$ cat src/hdl/rv_consts.svh
`ifndef RV_CONSTS_SVH
`define RV_CONSTS_SVH

// write stage result source
`define RV_RES_ALU          2'd0
`define RV_RES_MEMORY       2'd1

// execute operand bypass select
`define RV_BP_DIRECT        2'd0
`define RV_BP_MEMORY        2'd1
`define RV_BP_WRITE         2'd2
`define RV_BP_WRITE_BK      2'd3

// major opcodes
`define RV_OP_REG           7'b0110011
`define RV_OP_IMM           7'b0010011
`define RV_OP_LOAD          7'b0000011
`define RV_OP_STORE         7'b0100011
`define RV_OP_BRANCH        7'b1100011

// alu functions
`define RV_ALU_ADD          3'd0
`define RV_ALU_SUB          3'd1
`define RV_ALU_AND          3'd2
`define RV_ALU_OR           3'd3
`define RV_ALU_XOR          3'd4

// memory sizes in 32-bit words
`define RV_IMEM_WORDS       64
`define RV_DMEM_WORDS       64

`endif
$ cat src/hdl/rv_pkg.sv
package rv_pkg;

    typedef logic [31:0] word_t;
    typedef logic [4:0]  reg_addr_t;
    typedef logic [31:0] pc_t;
    typedef logic [1:0]  res_src_t;
    typedef logic [1:0]  bp_sel_t;
    typedef logic [2:0]  alu_op_t;

    // all zero is a bubble
    typedef struct packed {
        alu_op_t    alu_op;
        res_src_t   res_src;
        logic       reg_write;
        logic       mem_write;
        logic       use_imm;
        logic       branch;
        logic       valid;
    } ctrl_t;

    typedef struct packed {
        ctrl_t      ctrl;
        pc_t        pc;
        reg_addr_t  rs1;
        reg_addr_t  rs2;
        reg_addr_t  rd;
        word_t      imm;
    } exec_stage_t;

    typedef struct packed {
        ctrl_t      ctrl;
        reg_addr_t  rd;
        word_t      alu_result;
        word_t      store_data;
    } mem_stage_t;

    typedef struct packed {
        logic       reg_write;
        res_src_t   res_src;
        reg_addr_t  rd;
        word_t      alu_result;
    } wr_stage_t;

endpackage

$ cat src/hdl/rv_core.sv
`timescale 1ns/1ps
`include "rv_consts.svh"

module rv_core import rv_pkg::*;
(
    input  logic                              i_clk,
    input  logic                              i_reset_n,
    input  logic                              i_run,
    input  logic                              i_load_we,
    input  logic [$clog2(`RV_IMEM_WORDS)-1:0] i_load_addr,
    input  word_t                             i_load_data,
    // register file
    input  word_t                             i_rf_rdata1,
    input  word_t                             i_rf_rdata2,
    output logic                              o_rf_we,
    output reg_addr_t                         o_rf_waddr,
    output word_t                             o_rf_wdata,
    // hazard controller
    output reg_addr_t                         o_decode_rs1,
    output reg_addr_t                         o_decode_rs2,
    output logic                              o_decode_inv_instr,
    output reg_addr_t                         o_exec_rs1,
    output reg_addr_t                         o_exec_rs2,
    output reg_addr_t                         o_exec_rd,
    output logic                              o_exec_pc_sel,
    output res_src_t                          o_exec_res_src,
    output reg_addr_t                         o_memory_rd,
    output logic                              o_memory_reg_write,
    output reg_addr_t                         o_write_rd,
    output logic                              o_write_reg_write,
    output reg_addr_t                         o_write_back_rd,
    output logic                              o_write_back_write,
    input  bp_sel_t                           i_exec_bp_rs1,
    input  bp_sel_t                           i_exec_bp_rs2,
    input  logic                              i_fetch_stall,
    input  logic                              i_decode_stall,
    input  logic                              i_decode_flush,
    input  logic                              i_exec_flush
);

    localparam int IMEM_AW = $clog2(`RV_IMEM_WORDS);
    localparam int DMEM_AW = $clog2(`RV_DMEM_WORDS);

    pc_t                pc_q;
    pc_t                dec_pc;
    logic               dec_valid;
    word_t              dec_instr;
    ctrl_t              dec_ctrl;
    reg_addr_t          dec_rd;
    word_t              dec_imm;
    logic               dec_invalid;
    logic [IMEM_AW-1:0] imem_addr;

    exec_stage_t        ex_q;
    mem_stage_t         mem_q;
    wr_stage_t          wr_q;
    logic               wb_write;
    reg_addr_t          wb_rd;
    word_t              wb_data;

    word_t              op_a;
    word_t              op_b;
    word_t              alu_b;
    word_t              alu_res;
    pc_t                br_target;
    logic               pc_sel;
    word_t              dmem_rdata;
    word_t              wr_result;

    function automatic word_t bp_mux(input bp_sel_t sel, input word_t direct,
                                     input word_t from_mem, input word_t from_wr,
                                     input word_t from_wb);
        case (sel)
            `RV_BP_MEMORY:   return from_mem;
            `RV_BP_WRITE:    return from_wr;
            `RV_BP_WRITE_BK: return from_wb;
            default:         return direct;
        endcase
    endfunction

    // fetch
    always_ff @(posedge i_clk)
    begin
        if (!i_reset_n)
            pc_q <= '0;
        else if (pc_sel)
            pc_q <= br_target;
        else if (i_run && !i_fetch_stall)
            pc_q <= pc_q + 32'd4;
    end

    // a held decode re-reads its own word so the memory output stays put
    always_comb
    begin
        if (i_load_we)
            imem_addr = i_load_addr;
        else if (i_fetch_stall)
            imem_addr = dec_pc[IMEM_AW+1:2];
        else
            imem_addr = pc_q[IMEM_AW+1:2];
    end

    rv_mem #(.DEPTH(`RV_IMEM_WORDS)) u_imem
    (
        .i_clk   (i_clk),
        .i_we    (i_load_we),
        .i_addr  (imem_addr),
        .i_wdata (i_load_data),
        .o_rdata (dec_instr)
    );

    // decode
    always_ff @(posedge i_clk)
    begin
        if (!i_reset_n || i_decode_flush)
            dec_valid <= 1'b0;
        else if (!i_decode_stall)
            dec_valid <= i_run;
    end

    always_ff @(posedge i_clk)
    begin
        if (i_run && !i_decode_stall)
            dec_pc <= pc_q;
    end

    rv_decode u_decode
    (
        .i_instr   (dec_instr),
        .o_ctrl    (dec_ctrl),
        .o_rs1     (o_decode_rs1),
        .o_rs2     (o_decode_rs2),
        .o_rd      (dec_rd),
        .o_imm     (dec_imm),
        .o_invalid (dec_invalid)
    );

    assign o_decode_inv_instr = dec_valid & dec_invalid;

    // execute
    always_ff @(posedge i_clk)
    begin
        ex_q <= '{ctrl: dec_ctrl, pc: dec_pc, rs1: o_decode_rs1, rs2: o_decode_rs2,
                  rd: dec_rd, imm: dec_imm};
        if (!i_reset_n || i_exec_flush || !dec_valid)
            ex_q.ctrl <= '0;
    end

    assign op_a = bp_mux(i_exec_bp_rs1, i_rf_rdata1, mem_q.alu_result, wr_result, wb_data);
    assign op_b = bp_mux(i_exec_bp_rs2, i_rf_rdata2, mem_q.alu_result, wr_result, wb_data);

    always_comb
    begin
        alu_b = ex_q.ctrl.use_imm ? ex_q.imm : op_b;
        case (ex_q.ctrl.alu_op)
            `RV_ALU_SUB: alu_res = op_a - alu_b;
            `RV_ALU_AND: alu_res = op_a & alu_b;
            `RV_ALU_OR:  alu_res = op_a | alu_b;
            `RV_ALU_XOR: alu_res = op_a ^ alu_b;
            default:     alu_res = op_a + alu_b;
        endcase
    end

    assign br_target = ex_q.pc + ex_q.imm;
    assign pc_sel    = ex_q.ctrl.valid & ex_q.ctrl.branch & (op_a == op_b);

    // memory
    always_ff @(posedge i_clk)
    begin
        mem_q <= '{ctrl: ex_q.ctrl, rd: ex_q.rd, alu_result: alu_res, store_data: op_b};
        if (!i_reset_n)
            mem_q.ctrl <= '0;
    end

    rv_mem #(.DEPTH(`RV_DMEM_WORDS)) u_dmem
    (
        .i_clk   (i_clk),
        .i_we    (mem_q.ctrl.mem_write),
        .i_addr  (mem_q.alu_result[DMEM_AW+1:2]),
        .i_wdata (mem_q.store_data),
        .o_rdata (dmem_rdata)
    );

    // write stage where load data arrives
    always_ff @(posedge i_clk)
    begin
        wr_q <= '{reg_write: mem_q.ctrl.reg_write, res_src: mem_q.ctrl.res_src,
                  rd: mem_q.rd, alu_result: mem_q.alu_result};
        if (!i_reset_n)
            wr_q.reg_write <= 1'b0;
    end

    assign wr_result = (wr_q.res_src == `RV_RES_MEMORY) ? dmem_rdata : wr_q.alu_result;

    // covers the cycle where the register file still returns the old value
    always_ff @(posedge i_clk)
    begin
        wb_rd    <= wr_q.rd;
        wb_data  <= wr_result;
        wb_write <= i_reset_n ? wr_q.reg_write : 1'b0;
    end

    assign o_rf_we            = wr_q.reg_write;
    assign o_rf_waddr         = wr_q.rd;
    assign o_rf_wdata         = wr_result;
    assign o_exec_rs1         = ex_q.rs1;
    assign o_exec_rs2         = ex_q.rs2;
    assign o_exec_rd          = ex_q.rd;
    assign o_exec_pc_sel      = pc_sel;
    assign o_exec_res_src     = ex_q.ctrl.res_src;
    assign o_memory_rd        = mem_q.rd;
    assign o_memory_reg_write = mem_q.ctrl.reg_write;
    assign o_write_rd         = wr_q.rd;
    assign o_write_reg_write  = wr_q.reg_write;
    assign o_write_back_rd    = wb_rd;
    assign o_write_back_write = wb_write;

endmodule

$ cat src/hdl/rv_decode.sv
`timescale 1ns/1ps
`include "rv_consts.svh"

module rv_decode import rv_pkg::*;
(
    input  word_t       i_instr,
    output ctrl_t       o_ctrl,
    output reg_addr_t   o_rs1,
    output reg_addr_t   o_rs2,
    output reg_addr_t   o_rd,
    output word_t       o_imm,
    output logic        o_invalid
);

    logic [6:0] opcode;
    logic [2:0] funct3;
    logic [6:0] funct7;

    assign opcode = i_instr[6:0];
    assign funct3 = i_instr[14:12];
    assign funct7 = i_instr[31:25];
    assign o_rd   = i_instr[11:7];
    assign o_rs1  = i_instr[19:15];
    assign o_rs2  = i_instr[24:20];

    always_comb
    begin
        o_ctrl         = '0;
        o_ctrl.alu_op  = `RV_ALU_ADD;
        o_ctrl.res_src = `RV_RES_ALU;
        // I-type by default
        o_imm = {{20{i_instr[31]}}, i_instr[31:20]};
        case (opcode)
            `RV_OP_REG:
            begin
                o_ctrl.reg_write = 1'b1;
                o_ctrl.valid     = 1'b1;
                case ({funct7, funct3})
                    {7'h00, 3'b000}: o_ctrl.alu_op = `RV_ALU_ADD;
                    {7'h20, 3'b000}: o_ctrl.alu_op = `RV_ALU_SUB;
                    {7'h00, 3'b100}: o_ctrl.alu_op = `RV_ALU_XOR;
                    {7'h00, 3'b110}: o_ctrl.alu_op = `RV_ALU_OR;
                    {7'h00, 3'b111}: o_ctrl.alu_op = `RV_ALU_AND;
                    default:         o_ctrl.valid  = 1'b0;
                endcase
            end
            `RV_OP_IMM:
            begin
                o_ctrl.reg_write = 1'b1;
                o_ctrl.use_imm   = 1'b1;
                o_ctrl.valid     = (funct3 == 3'b000);
            end
            `RV_OP_LOAD:
            begin
                o_ctrl.reg_write = 1'b1;
                o_ctrl.use_imm   = 1'b1;
                o_ctrl.res_src   = `RV_RES_MEMORY;
                o_ctrl.valid     = (funct3 == 3'b010);
            end
            `RV_OP_STORE:
            begin
                o_ctrl.mem_write = 1'b1;
                o_ctrl.use_imm   = 1'b1;
                o_ctrl.valid     = (funct3 == 3'b010);
                o_imm = {{20{i_instr[31]}}, i_instr[31:25], i_instr[11:7]};
            end
            `RV_OP_BRANCH:
            begin
                o_ctrl.branch = 1'b1;
                o_ctrl.valid  = (funct3 == 3'b000);
                o_imm = {{19{i_instr[31]}}, i_instr[31], i_instr[7],
                         i_instr[30:25], i_instr[11:8], 1'b0};
            end
            default:
            begin
                o_ctrl.valid = 1'b0;
            end
        endcase
        // unsupported words turn into bubbles
        if (!o_ctrl.valid)
            o_ctrl = '0;
        o_invalid = !o_ctrl.valid && (i_instr != '0);
    end

endmodule

$ cat src/hdl/rv_mem.sv
`timescale 1ns/1ps

module rv_mem import rv_pkg::*;
#(
    parameter int DEPTH = 64
)
(
    input  logic                     i_clk,
    input  logic                     i_we,
    input  logic [$clog2(DEPTH)-1:0] i_addr,
    input  word_t                    i_wdata,
    output word_t                    o_rdata
);

    word_t mem [DEPTH];

    // registered read with one cycle latency
    always_ff @(posedge i_clk)
    begin
        if (i_we)
            mem[i_addr] <= i_wdata;
        o_rdata <= mem[i_addr];
    end

endmodule

$ cat config.mk
export PLATFORM = sky130hd
export DESIGN_NAME = rv_core
export DESIGN_NICKNAME = d
export VERILOG_FILES = /design/src/hdl/rv_pkg.sv /design/src/hdl/rv_core.sv /design/src/hdl/rv_decode.sv /design/src/hdl/rv_mem.sv
export VERILOG_INCLUDE_DIRS = /design/src /design/src/hdl
export SDC_FILE = /design/constraint.sdc
export NUM_CORES = 2
export LEC_CHECK = 0
export BUFFER_PORTS_ARGS = -buffer_cell sky130_fd_sc_hd__buf_2
export CAP_MARGIN = 20
export CELL_PAD_IN_SITES_DETAIL_PLACEMENT = 0
export CELL_PAD_IN_SITES_GLOBAL_PLACEMENT = 1
export CORE_UTILIZATION = 55
export CTS_CLUSTER_SIZE = 28
export DETAILED_ROUTE_END_ITERATION = 7
export PLACE_DENSITY_LB_ADDON = 0.1
export SLEW_MARGIN = 20
export SYNTH_ARGS = -nofsm -noshare
export SYNTH_HDL_FRONTEND = slang
export SYNTH_HIERARCHICAL = 1
export SYNTH_SLANG_ARGS = --single-unit
$ cat constraint.sdc
create_clock -name i_clk -period 6.8 [get_ports i_clk]
set_clock_uncertainty 0.2 [all_clocks]
set_input_delay 1.02 -clock i_clk [delete_from_list [all_inputs] [get_ports i_clk]]
set_output_delay 1.02 -clock i_clk [all_outputs]
set_load 0.01 [all_outputs]
==> impl_metrics.json <==
{
  "min_path_type": "flip-flop to flip-flop",
  "relSlewSlack": 0.196,
  "crit_path_end_kind": "output pin",
  "grt_max_degree": 123,
  "rsz0062_at_grt": "false",
  "yosys-top-cells-area": "edfxtp_1 (72%), dfxtp_1 (3.4%), mux2i_1 (3.3%)",
  "synthesis.nets": 10100,
  "highest_layer": "met5",
  "setup.worst_path.start": "wr_q[38]",
  "synth_top_area_frac": 0.719,
  "num-nets-final": 10500,
  "hold_viol": 0,
  "setup_viol": 0,
  "crit_path_max_incr_delay_ps": 690,
  "finalCriticalPeriod_ps": 6440,
  "num_vias": 97600,
  "layout-drive-gt1-share": 0.198,
  "p_int_uw": 51100,
  "ys.flop_type": "edfxtp_1",
  "hold_path_depth": 0,
  "cp-start-kind": "flip-flop",
  "layout_commonest_cell": "edfxtp_1",
  "root_buffer": "clkbuf_16",
  "route.detailed.drc": 0,
  "drtAntennaViolNets": 0,
  "maxSlewViolCount": 0,
  "first_iter_violations": 11400,
  "wl_met3_mm": 38.3,
  "num_rows": 204,
  "path_clk_slew_ps": 60,
  "r2r_start": "wr_q[38]",
  "vdd_drop_max_mv": 0.319,
  "status": "finished clean",
  "dr.pass1.iters": 8,
  "power_frac_clock": 0.318,
  "cap_violations": 0,
  "cts_tree": "done",
  "r2r_cells": 18,
  "clock_sinks": 4393,
  "worstPathArrival_ps": 5220,
  "grt_pass1_vias": 94800,
  "synthDistinctLibCells": 95,
  "crit_slowest_cell": "nor4_1",
  "synth-seq-area-share": 0.752,
  "period_share": 0.947,
  "route.met2.wl_mm": 243,
  "power.density_mw_per_mm2": 386,
  "io_buffer_count": 198,
  "h-tree-depth": 5,
  "clk_path_buf_depth": 4,
  "ys_async_sr_fraction": 0,
  "clk_latency_ps": 980,
  "synthToLayoutAreaGrowth_pct": 13.2,
  "synth_top_area_cell": "edfxtp_1",
  "mostFrequentLayoutCells": "edfxtp_1 (4,104), mux2i_1 (558), clkbuf_16 (449)",
  "power_uw": 74900,
  "netlist_area_mm2": 0.172,
  "fp.dieW_um": 560,
  "drt-wirelength-per-cell_um": 33.5,
  "path_buf_inv": 4,
  "grtUsageTotal": 0.313,
  "core_area_mm2": 0.310,
  "initial_core_util": 0.554,
  "grt_pass1_wl_mm": 703,
  "synth_warnings": 6,
  "postSynthCellCount": 9887,
  "cp.depth": 11,
  "totalWireLength_mm": 498,
  "leakage_uw": 0.0641,
  "finalSetupTns_ps": 0,
  "path_common_cell": "buf_4",
  "cts_resized": 0,
  "cp.required_ps": 5580,
  "critical_path_class": "flip-flop to output pin",
  "synth_seq_cells": 4393,
  "critPathMaxFanout": 26,
  "crit_chain": "nand2b_2, buf_4, mux2i_1, inv_1, mux4_2, xor2_1, nor4_1, nand3_1, nor4_4, buf_4, buf_2",
  "via_per_inst": 6.56,
  "num_io_pins": 199,
  "grt_overflow_total": 0,
  "holdCritStartpoint": "o_memory_rd[1]",
  "switching_share": 0.317,
  "die_h_um": 560,
  "dp_hpwl_mm": 296,
  "syn-mean-instance-area_um2": 17.3,
  "die_area_mm2": 0.314,
  "switchingPower_uw": 23800,
  "cp_top_family": "simple AND/OR/NAND/NOR gates",
  "p_comb_frac": 0.247,
  "worstMarginPinSlew_ps": 1210,
  "drt-met1-wl_mm": 192,
  "numCtsBuffers": 444,
  "gp_congestion": 0.915,
  "synth_edf_count": 4104,
  "max_freq_mhz": 155,
  "grt_antenna_before_repair": 47,
  "pwr-share-seq": 0.434
}
[power groups by stage]
stage	Combinational, uW	Clock (uW)	Sequential (uW)
3_3_place_gp	18100	0	33100
2_1_floorplan	10000	0	33200
5_1_grt	19300	25200	32600
6_report	18500	23800	32600
3_5_place_dp	18200	0	33100
4_1_cts	18300	24100	32600
[registers in the layout (all words and copies together) (netlist names), 2 cells and up]
| signal | flops |
|---|---|
| u_dmem/mem | 2048 |
| u_imem/mem | 2048 |
| mem_q | 67 |
| ex_q | 48 |
| wr_q | 34 |
| u_dmem/o_rdata | 32 |
| u_imem/o_rdata | 32 |
| wb_data | 32 |
| dec_pc | 8 |
| pc_q | 8 |
| o_exec_rd | 5 |
| o_exec_rs1 | 5 |
| o_exec_rs2 | 5 |
| o_memory_rd | 5 |
| o_rf_waddr | 5 |
| o_write_back_rd | 5 |
| o_exec_res_src | 2 |
[worst reg2reg max path: cells and delay by family, from the launching register on]
kind | cells | cell delay [ps]
AO/OA/AOI/OAI | 6 | 1900
multiplexers | 3 | 1310
AND/OR/NAND/NOR | 5 | 1280
flip-flops | 1 | 380
XOR/XNOR | 2 | 330
adder cells (fa/ha/maj) | 1 | 290
buffers and inverters | 1 | 160
[routing by layer]
metal,track usage,up-vias
li1,-,41200
met1,0.419,51000
met2,0.514,4644
met3,0.0434,867
met4,0.140,2
met5,0,-
[cell usage after synthesis, types with 30 or more instances]
cell	instances
edfxtp_1	4104
mux2i_1	558
nor2_1	388
a22oi_1	380
clkbuf_1	367
a221oi_1	352
a21oi_1	338
mux2_2	311
dfxtp_1	289
mux4_2	241
o21ai_0	221
o22ai_1	203
and3_1	176
buf_2	176
o22a_1	140
nand2_1	137
a22o_1	132
nand3_1	123
ha_1	111
inv_1	108
a31oi_1	106
buf_4	91
buf_1	77
xnor2_1	66
nor3_1	60
nand2b_1	48
a211oi_1	47
nor4_1	40
xor2_1	38
a222oi_1	37
a2111oi_0	31
a221o_1	31
o2bb2ai_1	31
or4_1	31
and2_1	30
[cell families (layout without fill, tap and decap cells)]
kind of cell / count (synthesis) / after routing / synth area share
compound gates: 2151 / 2151 / 0.0902
xor+xnor: 104 / 104 / 0.00531
fa+ha+maj: 113 / 113 / 0.00833
buf+inv: 839 / 1603 / 0.0227
flops: 4393 / 4393 / 0.752
mux: 1120 / 1120 / 0.0855
other cells: 1 / 119 / 0.0000219
simple gates: 1166 / 1166 / 0.0356
[stage by stage]
stage               cell area, um2  std cells  hold WS [ps]  utilization  setup slack, ps
global route                194000      14900           149        0.627              237
detailed placement          180000      13900           130        0.580              314
CTS                         194000      14800           141        0.626              445
floorplan                   172000       9887           110            -             1220
global placement            180000      13900           130        0.580              250
finish                      194000      14900           142        0.627              359
[worst paths after layout]
check                                endpoint  slack, ps
worst max-delay path            o_exec_pc_sel        360
worst min-delay path            o_rf_waddr[1]        140
worst max register to register      mem_q[61]        750
worst min register to register  o_rf_waddr[1]        140
[what timing repair did]
action,CTS,global route
hold buffers,1,0
hold endpoints to repair,1,0
setup buffers,0,0
[cell type report]
cell class	instances	area [um2]
Antenna cell	118	295
Timing Repair Buffer	661	5030
Clock buffer	563	11800
Sequential cell	4393	129000
Multi-Input combinational cell	4655	39900
Tap cell	4120	5150
Inverter	111	432
Fill cell	22000	116000
Clock inverter	268	2420
Power figures use the tool's default switching activity.
