File: src/hdl/rv_consts.svh
`ifndef RV_CONSTS_SVH
`define RV_CONSTS_SVH

// write stage result source
`define RV_RES_ALU          2'd0
`define RV_RES_MEMORY       2'd1

// execute operand bypass select
`define RV_BP_DIRECT        2'd0
`define RV_BP_MEMORY        2'd1
`define RV_BP_WRITE         2'd2
`define RV_BP_WRITE_BK      2'd3

// major opcodes
`define RV_OP_REG           7'b0110011
`define RV_OP_IMM           7'b0010011
`define RV_OP_LOAD          7'b0000011
`define RV_OP_STORE         7'b0100011
`define RV_OP_BRANCH        7'b1100011

// alu functions
`define RV_ALU_ADD          3'd0
`define RV_ALU_SUB          3'd1
`define RV_ALU_AND          3'd2
`define RV_ALU_OR           3'd3
`define RV_ALU_XOR          3'd4

// memory sizes in 32-bit words
`define RV_IMEM_WORDS       64
`define RV_DMEM_WORDS       64

`endif
File: src/hdl/rv_pkg.sv
package rv_pkg;

    typedef logic [31:0] word_t;
    typedef logic [4:0]  reg_addr_t;
    typedef logic [31:0] pc_t;
    typedef logic [1:0]  res_src_t;
    typedef logic [1:0]  bp_sel_t;
    typedef logic [2:0]  alu_op_t;

    // all zero is a bubble
    typedef struct packed {
        alu_op_t    alu_op;
        res_src_t   res_src;
        logic       reg_write;
        logic       mem_write;
        logic       use_imm;
        logic       branch;
        logic       valid;
    } ctrl_t;

    typedef struct packed {
        ctrl_t      ctrl;
        pc_t        pc;
        reg_addr_t  rs1;
        reg_addr_t  rs2;
        reg_addr_t  rd;
        word_t      imm;
    } exec_stage_t;

    typedef struct packed {
        ctrl_t      ctrl;
        reg_addr_t  rd;
        word_t      alu_result;
        word_t      store_data;
    } mem_stage_t;

    typedef struct packed {
        logic       reg_write;
        res_src_t   res_src;
        reg_addr_t  rd;
        word_t      alu_result;
    } wr_stage_t;

endpackage

File: src/hdl/rv_ctrl.sv
`timescale 1ns/1ps
`include "rv_consts.svh"

module rv_ctrl import rv_pkg::*;
(
    input  logic        i_clk,
    input  logic        i_reset_n,
    input  reg_addr_t   i_decode_rs1,
    input  reg_addr_t   i_decode_rs2,
    input  logic        i_decode_inv_instr,
    input  reg_addr_t   i_exec_rs1,
    input  reg_addr_t   i_exec_rs2,
    input  reg_addr_t   i_exec_rd,
    input  logic        i_exec_pc_sel,
    input  res_src_t    i_exec_res_src,
    input  reg_addr_t   i_memory_rd,
    input  logic        i_memory_reg_write,
    input  reg_addr_t   i_write_rd,
    input  logic        i_write_reg_write,
    input  reg_addr_t   i_write_back_rd,
    input  logic        i_write_back_write,
    output bp_sel_t     o_exec_bp_rs1,
    output bp_sel_t     o_exec_bp_rs2,
    output logic        o_fetch_stall,
    output logic        o_decode_stall,
    output logic        o_decode_flush,
    output logic        o_exec_flush,
    output logic        o_halted
);

    logic r_halted;
    logic w_inv_decode;
    logic w_load_stall;
    logic w_hold;

    // youngest producer wins and x0 is never forwarded
    function automatic bp_sel_t pick_bp(input reg_addr_t rs);
        bp_sel_t sel;
        if (rs == '0)
            sel = `RV_BP_DIRECT;
        else if (i_memory_reg_write && (rs == i_memory_rd))
            sel = `RV_BP_MEMORY;
        else if (i_write_reg_write && (rs == i_write_rd))
            sel = `RV_BP_WRITE;
        else if (i_write_back_write && (rs == i_write_back_rd))
            sel = `RV_BP_WRITE_BK;
        else
            sel = `RV_BP_DIRECT;
        return sel;
    endfunction

    always_comb
    begin
        o_exec_bp_rs1 = pick_bp(i_exec_rs1);
        o_exec_bp_rs2 = pick_bp(i_exec_rs2);
    end

    // a bad word on the wrong side of a taken branch is discarded, not fatal
    assign w_inv_decode = i_decode_inv_instr & ~i_exec_pc_sel;

    always_ff @(posedge i_clk)
    begin
        if (!i_reset_n)
            r_halted <= 1'b0;
        else if (w_inv_decode)
            r_halted <= 1'b1;
    end

    // load data only exists from the write stage on
    assign w_load_stall = (i_exec_res_src == `RV_RES_MEMORY) &&
                          ((i_decode_rs1 == i_exec_rd) || (i_decode_rs2 == i_exec_rd));

    assign w_hold         = w_load_stall | w_inv_decode | r_halted;
    assign o_fetch_stall  = w_hold;
    assign o_decode_stall = w_hold;
    assign o_decode_flush = i_exec_pc_sel;
    assign o_exec_flush   = i_exec_pc_sel | w_hold;
    assign o_halted       = r_halted;

    a_no_bp_x0: assert property (@(posedge i_clk) disable iff (!i_reset_n)
        !(((i_exec_rs1 == '0) && (o_exec_bp_rs1 != `RV_BP_DIRECT)) ||
          ((i_exec_rs2 == '0) && (o_exec_bp_rs2 != `RV_BP_DIRECT))));

    // a held decode must never leak a copy into execute
    a_stall_bubble: assert property (@(posedge i_clk) disable iff (!i_reset_n)
        o_decode_stall |-> o_exec_flush);

endmodule

File: config.mk
export PLATFORM = sky130hd
export DESIGN_NAME = rv_ctrl
export DESIGN_NICKNAME = d
export VERILOG_FILES = /design/src/hdl/rv_pkg.sv /design/src/hdl/rv_ctrl.sv
export VERILOG_INCLUDE_DIRS = /design/src /design/src/hdl
export SDC_FILE = /design/constraint.sdc
export NUM_CORES = 1
export LEC_CHECK = 0
export BUFFER_PORTS_ARGS = -buffer_cell sky130_fd_sc_hd__buf_2
export CAP_MARGIN = 20
export CORE_UTILIZATION = 39
export DETAILED_ROUTE_END_ITERATION = 6
export GPL_TIMING_DRIVEN = 0
export PLACE_DENSITY = 0.82
export SKIP_CTS_REPAIR_TIMING = 1
export SYNTH_ARGS = -nofsm -noshare
export SYNTH_HDL_FRONTEND = slang
export SYNTH_SLANG_ARGS = --single-unit
export TNS_END_PERCENT = 20
File: constraint.sdc
create_clock -name i_clk -period 3.3 [get_ports i_clk]
set_input_delay 0.495 -clock i_clk [delete_from_list [all_inputs] [get_ports i_clk]]
set_output_delay 0.495 -clock i_clk [all_outputs]
set_load 0.01 [all_outputs]
==> flow_summary_export.csv, run 1 <==
group,metric,value,unit
run_status,outcome,"finished, final reports clean",
global_route,grt_use_total,20.59,%
final_layout,register_area,20.02,sq um
critical_path,r2r_cells,2,
yosys,netlist_area,626.9,sq um
yosys,synth_top_area_share,41.92,%
detailed_routing,vias,781,
cts,clkTransAtPathRegs,0,ns
final_layout,multi_input_area,576.8,sq um
floorplan,start_util,41.61,%
critical_path,crit_fanout,4,
placement,dp_slack,1.068,ns
global_route,grt_pass1_vias,726,
yosys,ys_seq_elements,1,
yosys,syn_nets,131,
floorplan,num_rows,14,
placement,io_buffers,57,
final_layout,layout-area-overhead-vs-synth,48.70,%
global_route,antenna_found_initial,0,
final_layout,fin_nets,190,
detailed_routing,first_pass_iters,4,
sta,tns,0,ns
global_route,grt-ovfl-total,0,
sta,finalCriticalPeriod,2.257,ns
critical_path,r2r_setup_slack,2.67,ns
detailed_routing,route.detailed.drc,0,
sta,slew_viol_final,0,
sta,finalSetupViolations,0,
pwr,power,0.1261,mW
yosys,postSynthCellCount,82,
global_route,grt_pass1_wl,2980,um
sta,finalCritPeriodShare,68.39,%
placement,gp_congestion,0.9067,
sta,worst_slack,1.043,ns
final_layout,nFillCells,135,
pwr,irDropWorstVdd,0.06111,mV
hold_path,hold_depth,2,
sta,rsz0062_at_grt,"false",
yosys,syn_avg_cell_area,7.645,sq um
yosys,yosysUniqueCellTypes,24,
global_route,grt_max_degree,6,
critical_path,cp-end-kind,"primary output",
floorplan,ios,58,
sta,slew-limit-headroom,69.54,%
critical_path,critPathKind,"primary input to primary output",
pwr,power.leakage,0.4880,nW
yosys,ys_top_cells_by_area,"xor2_1 42%, xnor2_1 9.8%, nor4_1 6.0%",
critical_path,cp.required,2.80,ns
sta,skew,0,ns
critical_path,cp.arrival,1.76,ns
sta,hold_viol,0,
yosys,synth.largest_area_cell,"xor2_1",
floorplan,die_h,42.09,um
final_layout,largest_register_ffs,1,
critical_path,cp-start-kind,"primary input",
cts,clock_latency,0,ns
floorplan,core,1506,sq um
floorplan,die_x,42.09,um
yosys,yosys_warnings,0,
detailed_routing,vias_per_cell,5.039,
floorplan,die-area,1772,sq um
detailed_routing,drt-total-wl,1848,um
final_layout,antenna_cells,0,
hold_path,min_path_type,"flip-flop to flip-flop",
sta,holdWs,0.5376,ns
yosys,yosysSeqAreaShare,3.194,%
sta,tightest_slew,0.4527,ns
detailed_routing,drtAntennaViolNets,0,
sta,fmax,443.1,MHz
job,max_cap_viol_count,0,
detailed_routing,post_drt_wl_per_cell,11.92,um
final_layout,drive_gt1_share,45.32,%
detailed_routing,initialDrtViolationCount,24,
placement,dp_hpwl,1667,um
pwr,p_per_area,135.3,nW/um^2
synth_stat cells:
cell type and count:
inv_1 4, a222oi_1 1, o21ai_0 3, nor3_1 3, o2111a_1 1, nand2b_1 3
a21oi_1 1, xnor2_1 7, xor2_1 30, and3_1 3, nor2_1 2, o211a_1 1
nor4_2 1, a21bo_2 1, and4_2 1, nand3_1 4, a22oi_1 1, nand4_1 3
buf_4 2, nand2_1 1, dfxtp_1 1, a221oi_2 1, nor2b_1 1, nor4_1 6
cells in the final DEF, fill, tap and decap left out:
master    netlist  layout
buf_4           2       2
nor3_1          3       3
a21oi_1         1       1
xor2_1         30      30
a21bo_2         1       1
and3_1          3       3
nor4_1          6       6
nor4_2          1       1
o2111a_1        1       1
a22oi_1         1       1
nand2b_1        3       3
dfxtp_1         1       1
a221oi_2        1       1
nor2_1          2       2
o211a_1         1       1
nand4_1         3       3
a222oi_1        1       1
o21ai_0         3       3
xnor2_1         7       7
and4_2          1       1
nor2b_1         1       1
nand2_1         1       1
inv_1           4       4
nand3_1         4       4
buf_2           0      57
area by class of cell:
type	count	area share (%)
plain buffers	2	1.611
inverters	4	1.611
multi-input cells	75	61.88
flip-flops and latches	1	2.148
well taps	16	2.148
repair buffers	57	30.60
worst paths after layout:
kind                                     from               end
worst max-delay path            i_exec_rs2[2]  o_exec_bp_rs2[1]
worst min-delay path                 o_halted          o_halted
worst max register to register       o_halted          o_halted
worst min register to register       o_halted          o_halted
power breakdown:
group	internal (mW)	switching (mW)	leakage, nW
clock	0	0	0
sequential	0.0132	0.000580	0.00829
combinational	0.0563	0.0560	0.480
per-stage QoR:
step | cell area [sq um] | instances | utilization, %
2_1_floorplan | 626.9 | 82 | -
3_3_place_gp | 932.1 | 155 | 61.88
4_1_cts | 932.1 | 155 | 61.88
5_1_grt | 932.1 | 155 | 61.88
3_5_place_dp | 932.1 | 155 | 61.88
6_report | 932.1 | 155 | 61.88
routing by layer:
layer  global-route usage (%)  part of all wire [%]
met1                    26.49                    43
met2                    39.06                    54
met4                    1.875                     0
met3                   0.8621                   3.2
met5                        0                     0
critical path: stages:
cell and delay [ns]:
buf_2 0.13, xor2_1 0.14, nor4_1 0.39, nand3_1 0.17
a221oi_2 0.26, buf_2 0.16
kinds of logic after synthesis:
group | share of synthesized area, %
XOR/XNOR | 51.70
flip-flops | 3.194
AND/OR/NAND/NOR | 26.95
buffers and inverters | 4.789
AO/OA/AOI/OAI | 13.37
Note: power is estimated with default switching activity, not from simulation.
==> run 2, diff against run 1 <==
--- a/config.mk
+++ b/config.mk
@@ -8,10 +8,10 @@
 export LEC_CHECK = 0
 export BUFFER_PORTS_ARGS = -buffer_cell sky130_fd_sc_hd__buf_2
 export CAP_MARGIN = 20
-export CORE_UTILIZATION = 39
+export CORE_UTILIZATION = 33
 export DETAILED_ROUTE_END_ITERATION = 6
 export GPL_TIMING_DRIVEN = 0
-export PLACE_DENSITY = 0.82
+export PLACE_DENSITY = 0.74
 export SKIP_CTS_REPAIR_TIMING = 1
 export SYNTH_ARGS = -nofsm -noshare
 export SYNTH_HDL_FRONTEND = slang
==> constraint.sdc (replaced) <==
create_clock -name i_clk -period 2 [get_ports i_clk]
set_input_delay 0.3 -clock i_clk [delete_from_list [all_inputs] [get_ports i_clk]]
set_output_delay 0.3 -clock i_clk [all_outputs]
set_load 0.01 [all_outputs]
==> flow_summary_export.csv, run 2 (synthesis gave the netlist of run 1 again) <==
group,metric,value,unit
cts,clkTransAtPathRegs,0,ns
final_layout,drive_gt1_share,45.32,%
critical_path,cp.arrival,1.52,ns
floorplan,die_h,45.59,um
placement,dp_hpwl,1731,um
sta,slew_viol_final,0,
sta,hold_viol,0,
cts,clock_latency,0,ns
detailed_routing,drt-total-wl,1926,um
critical_path,cp.required,1.70,ns
critical_path,critPathKind,"primary input to primary output",
detailed_routing,vias,804,
critical_path,crit_fanout,2,
pwr,irDropWorstVdd,0.1086,mV
sta,finalCritPeriodShare,91.21,%
placement,io_buffers,57,
critical_path,cp-start-kind,"primary input",
critical_path,r2r_cells,2,
critical_path,worstReg2RegStart,"o_halted",
final_layout,multi_input_area,576.8,sq um
hold_path,hold_path_startpoint,"o_halted",
final_layout,final_common_cell,"buf_2",
sta,finalSetupViolations,0,
global_route,grt_pass1_wl,3056,um
sta,skew,0,ns
sta,rsz0062_at_grt,"false",
global_route,antenna_found_initial,0,
floorplan,ios,58,
floorplan,die-area,2078,sq um
run_status,outcome,"finished, final reports clean",
detailed_routing,drtAntennaViolNets,0,
critical_path,r2r_setup_slack,1.38,ns
hold_path,min_path_type,"flip-flop to flip-flop",
final_layout,register_area,20.02,sq um
sta,fmax,548.2,MHz
sta,finalCriticalPeriod,1.824,ns
final_layout,most-common-layout-cells,"57 x buf_2, 30 x xor2_1, 7 x xnor2_1, 6 x nor4_1",
pwr,power.leakage,0.4880,nW
detailed_routing,post_drt_wl_per_cell,11.74,um
detailed_routing,first_pass_iters,4,
pwr,power,0.2096,mW
job,max_cap_viol_count,0,
floorplan,core,1745,sq um
floorplan,start_util,35.91,%
critical_path,reg2reg_to,"o_halted",
final_layout,antenna_cells,0,
final_layout,fin_nets,190,
placement,gp_congestion,0.9322,
global_route,grt_pass1_vias,745,
sta,tns,0,ns
detailed_routing,route.detailed.drc,0,
hold_path,holdPathEnd,"o_halted",
global_route,grt-ovfl-total,0,
sta,slew-limit-headroom,68.15,%
final_layout,nFillCells,181,
detailed_routing,vias_per_cell,4.902,
final_layout,layout-area-overhead-vs-synth,50.50,%
floorplan,die_x,45.59,um
global_route,grt_use_total,19.25,%
global_route,grt_max_degree,6,
sta,tightest_slew,0.4733,ns
floorplan,num_rows,15,
critical_path,cp-end-kind,"primary output",
hold_path,hold_depth,2,
pwr,p_per_area,222.2,nW/um^2
final_layout,fin_util,54.05,%
final_layout,largest_register_ffs,1,
detailed_routing,initialDrtViolationCount,13,
run 2: cell counts in the layout (fill, tap and decap cells not counted):
No cell type changed its count.
run 2: worst max-delay path: stages:
cell,delay [ns]
buf_2,0.11
xor2_1,0.15
nor4_1,0.34
a22oi_1,0.16
o21ai_0,0.20
buf_4,0.14
buf_2,0.12
run 2: report_power, final:
group / switching [mW] / internal (mW)
Combinational: 0.0942 / 0.0929
Sequential: 0.000791 / 0.0218
Clock: 0 / 0
Total: 0.0950 / 0.115
run 2: metrics by stage:
stage / worst slack, ns / area, sq um / instances / hold slack, ns
after floorplan: 0.3462 / 626.9 / 82 / 0.4282
after global placement: 0.2334 / 943.4 / 164 / 0.5004
after detailed placement: 0.1760 / 943.4 / 164 / 0.5150
after CTS: 0.1704 / 943.4 / 164 / 0.5152
after global routing: 0.04284 / 943.4 / 164 / 0.5266
final: 0.1759 / 943.4 / 164 / 0.5079
run 2: worst max path at each step:
stage,start,endpoint,slack (ns),cells after the start
2_1_floorplan,i_exec_rd[1],o_fetch_stall,0.35,5
3_3_place_gp,i_exec_rd[1],o_fetch_stall,0.23,7
3_5_place_dp,i_exec_rs2[4],o_exec_bp_rs2[1],0.18,6
4_1_cts,i_exec_rs2[4],o_exec_bp_rs2[1],0.17,6
5_1_grt,i_exec_rd[1],o_fetch_stall,0.04,7
6_report,i_exec_rd[1],o_fetch_stall,0.18,7
run 2: final cells by class:
cell class,count,area share (%)
multi-input combinational,75,61.14
timing repair buffer,57,30.24
tap,25,3.316
sequential,1,2.122
buffer,2,1.592
inverter,4,1.592
run 2: per-layer routing:
layer	global-route usage [%]	part of all wire, %	wire length [um]
met1	25.47	42	802
met2	34.00	54	1031
met3	2.381	4.8	92
met4	1.818	0	0
met5	0	0	0
==> run 3, diff against run 2 <==
--- a/config.mk
+++ b/config.mk
@@ -6,12 +6,13 @@
 export SDC_FILE = /design/constraint.sdc
 export NUM_CORES = 1
 export LEC_CHECK = 0
+export ABC_AREA = 1
 export BUFFER_PORTS_ARGS = -buffer_cell sky130_fd_sc_hd__buf_2
 export CAP_MARGIN = 20
-export CORE_UTILIZATION = 33
+export CORE_UTILIZATION = 38
 export DETAILED_ROUTE_END_ITERATION = 6
 export GPL_TIMING_DRIVEN = 0
-export PLACE_DENSITY = 0.74
+export PLACE_DENSITY = 0.75
 export SKIP_CTS_REPAIR_TIMING = 1
 export SYNTH_ARGS = -nofsm -noshare
 export SYNTH_HDL_FRONTEND = slang
==> flow_summary_export.csv, run 3 <==
group,metric,value,unit
sta,slew-limit-headroom,84.00,%
final_layout,fin_nets,307,
detailed_routing,route.detailed.drc,0,
yosys,synth.largest_area_cell,"nand2_1",
critical_path,cp.arrival,1.24,ns
sta,slew_viol_final,0,
yosys,synth_commonest_cells,"83 x nand2_1, 39 x inv_1, 27 x nor2_1",
final_layout,antenna_cells,0,
floorplan,core,2042,sq um
pwr,p_sw,0.1213,mW
detailed_routing,drtAntennaViolNets,0,
pwr,p_per_area,200.3,nW/um^2
placement,gp_congestion,0.8917,
pwr,power.share.clock,0,%
global_route,grt_max_degree,6,
critical_path,crit_fanout,4,
yosys,netlist_area,864.6,sq um
final_layout,drive_gt1_share,30.08,%
pwr,p_sw_share,51.14,%
placement,place_area,1184,sq um
sta,skew,0,ns
floorplan,start_util,42.34,%
global_route,grt-ovfl-total,0,
sta,fmax,651.4,MHz
detailed_routing,vias_per_cell,4.336,
yosys,yosysMostFrequentCell,"nand2_1",
floorplan,die_h,49.70,um
sta,finalSetupViolations,0,
yosys,ys_async_sr_fraction,0,%
sta,finalCritPeriodShare,76.75,%
yosys,ys_seq_elements,1,
yosys,ys_top_cells_by_area,"nand2_1 36%, inv_1 17%, nor2_1 12%",
yosys,synth_top_area_share,36.03,%
detailed_routing,vias,1227,
floorplan,num_rows,16,
final_layout,final_common_cell,"nand2_1",
detailed_routing,drt-total-wl,2283,um
job,max_cap_viol_count,0,
global_route,antenna_found_initial,0,
final_layout,finalInstanceArea,1184,sq um
global_route,grt_pass1_vias,1081,
critical_path,crit_start,"i_exec_rs1[2]",
final_layout,largest_register_ffs,1,
final_layout,most-common-layout-cells,"83 x nand2_1, 57 x buf_2, 39 x inv_1, 27 x nor2_1, 9 x nand3_1",
sta,rsz0062_at_grt,"false",
critical_path,cp.required,1.70,ns
critical_path,cp-start-kind,"primary input",
sta,worst_slack,0.4649,ns
sta,hold_viol,0,
final_layout,fin_util,57.97,%
pwr,comb_power_share,90.6,%
critical_path,cp-end-kind,"primary output",
cts,clock_latency,0,ns
yosys,yosys_warnings,0,
yosys,synth-edff-count,0,
floorplan,die-area,2470,sq um
floorplan,die_x,49.70,um
sta,tns,0,ns
yosys,syn_avg_cell_area,4.345,sq um
pwr,irDropWorstVdd,0.1184,mV
cts,clkTransAtPathRegs,0,ns
hold_path,min_path_type,"flip-flop to flip-flop",
run_status,outcome,"finished, final reports clean",
yosys,postSynthCellCount,199,
final_layout,nFillCells,251,
yosys,ys.flop_type,"dfxtp_1",
detailed_routing,first_pass_iters,4,
hold_path,hold_path_startpoint,"o_halted",
floorplan,ios,58,
placement,io_buffers,57,
detailed_routing,post_drt_wl_per_cell,8.067,um
yosys,syn_nets,248,
detailed_routing,initialDrtViolationCount,17,
sta,tightest_slew,0.2381,ns
pwr,power.leakage,0.8393,nW
critical_path,worstReg2RegStart,"o_halted",
placement,dp_slack,0.4903,ns
final_layout,layout-area-overhead-vs-synth,36.90,%
pwr,p_int,0.1158,mW
global_route,grt_use_total,19.57,%
critical_path,r2r_setup_slack,1.34,ns
critical_path,critPathKind,"primary input to primary output",
pwr,p_seq_share,9.4,%
global_route,grt_pass1_wl,4008,um
sta,finalCriticalPeriod,1.535,ns
yosys,yosysSeqAreaShare,2.315,%
yosys,yosysUniqueCellTypes,18,
placement,dp_hpwl,2092,um
==> run 3: cell types whose count changed in the layout (fill, tap and decap cells not counted), sizes merged, moves of 3 or more <==
cell	previous run	this run
nand3	4	11
inv	4	46
and3	3	0
nor4	7	0
o21ai	3	9
xor2	30	0
nand2b	3	0
nor2	2	31
nand4	3	0
xnor2	7	2
a21oi	1	7
nand2	1	84
==> run 3: layout make-up <==
| cell class | count | area, sq um | area share [%] |
|---|---|---|---|
| sequential | 1 | 20.02 | 1.691 |
| inverter | 46 | 172.7 | 14.59 |
| tap | 27 | 33.78 | 2.854 |
| multi-input combinational | 150 | 656.9 | 55.50 |
| buffer | 2 | 15.01 | 1.268 |
| timing repair buffer | 57 | 285.3 | 24.10 |
==> run 3: kinds of logic after synthesis <==
logic type,share of synthesized area (%)
compound gates,12.45
buf+inv,21.71
xor+xnor,2.026
flops,2.316
simple gates,61.51
==> run 3: through the flow <==
step | std cells | hold WS, ns | total power, mW
6_report | 283 | 0.4744 | 0.2371
5_1_grt | 283 | 0.5366 | 0.2713
4_1_cts | 283 | 0.4841 | 0.2387
3_5_place_dp | 283 | 0.4821 | 0.2379
3_3_place_gp | 283 | 0.4686 | 0.2362
2_1_floorplan | 199 | 0.4122 | 0.1426
==> run 3: power by group through the flow <==
stage | clock network, mW | logic (mW) | registers (mW)
final | 0 | 0.215 | 0.0223
after global routing | 0 | 0.249 | 0.0225
after CTS | 0 | 0.216 | 0.0223
after detailed placement | 0 | 0.216 | 0.0223
after global placement | 0 | 0.214 | 0.0222
after floorplan | 0 | 0.120 | 0.0230
==> run 3: path summary, 6_finish.rpt <==
check                                         to  cells past startpoint
worst max-delay path            o_exec_bp_rs1[0]                      9
worst min-delay path                    o_halted                      2
worst max register to register          o_halted                      2
worst min register to register          o_halted                      2
==> run 3: per-layer routing <==
metal  track usage, %  wire length [um]
met4                0                 0
met3                0               114
met5                0                 0
met1            24.45              1057
met2            38.96              1110
==> run 3: worst max-delay path, stage by stage <==
cell and delay [ns]:
buf_2 0.13, inv_1 0.11, nand2_1 0.06, nand2_1 0.05, nand3_1 0.13, nor2_1 0.13
nand2_1 0.08, a21oi_2 0.11, buf_2 0.13
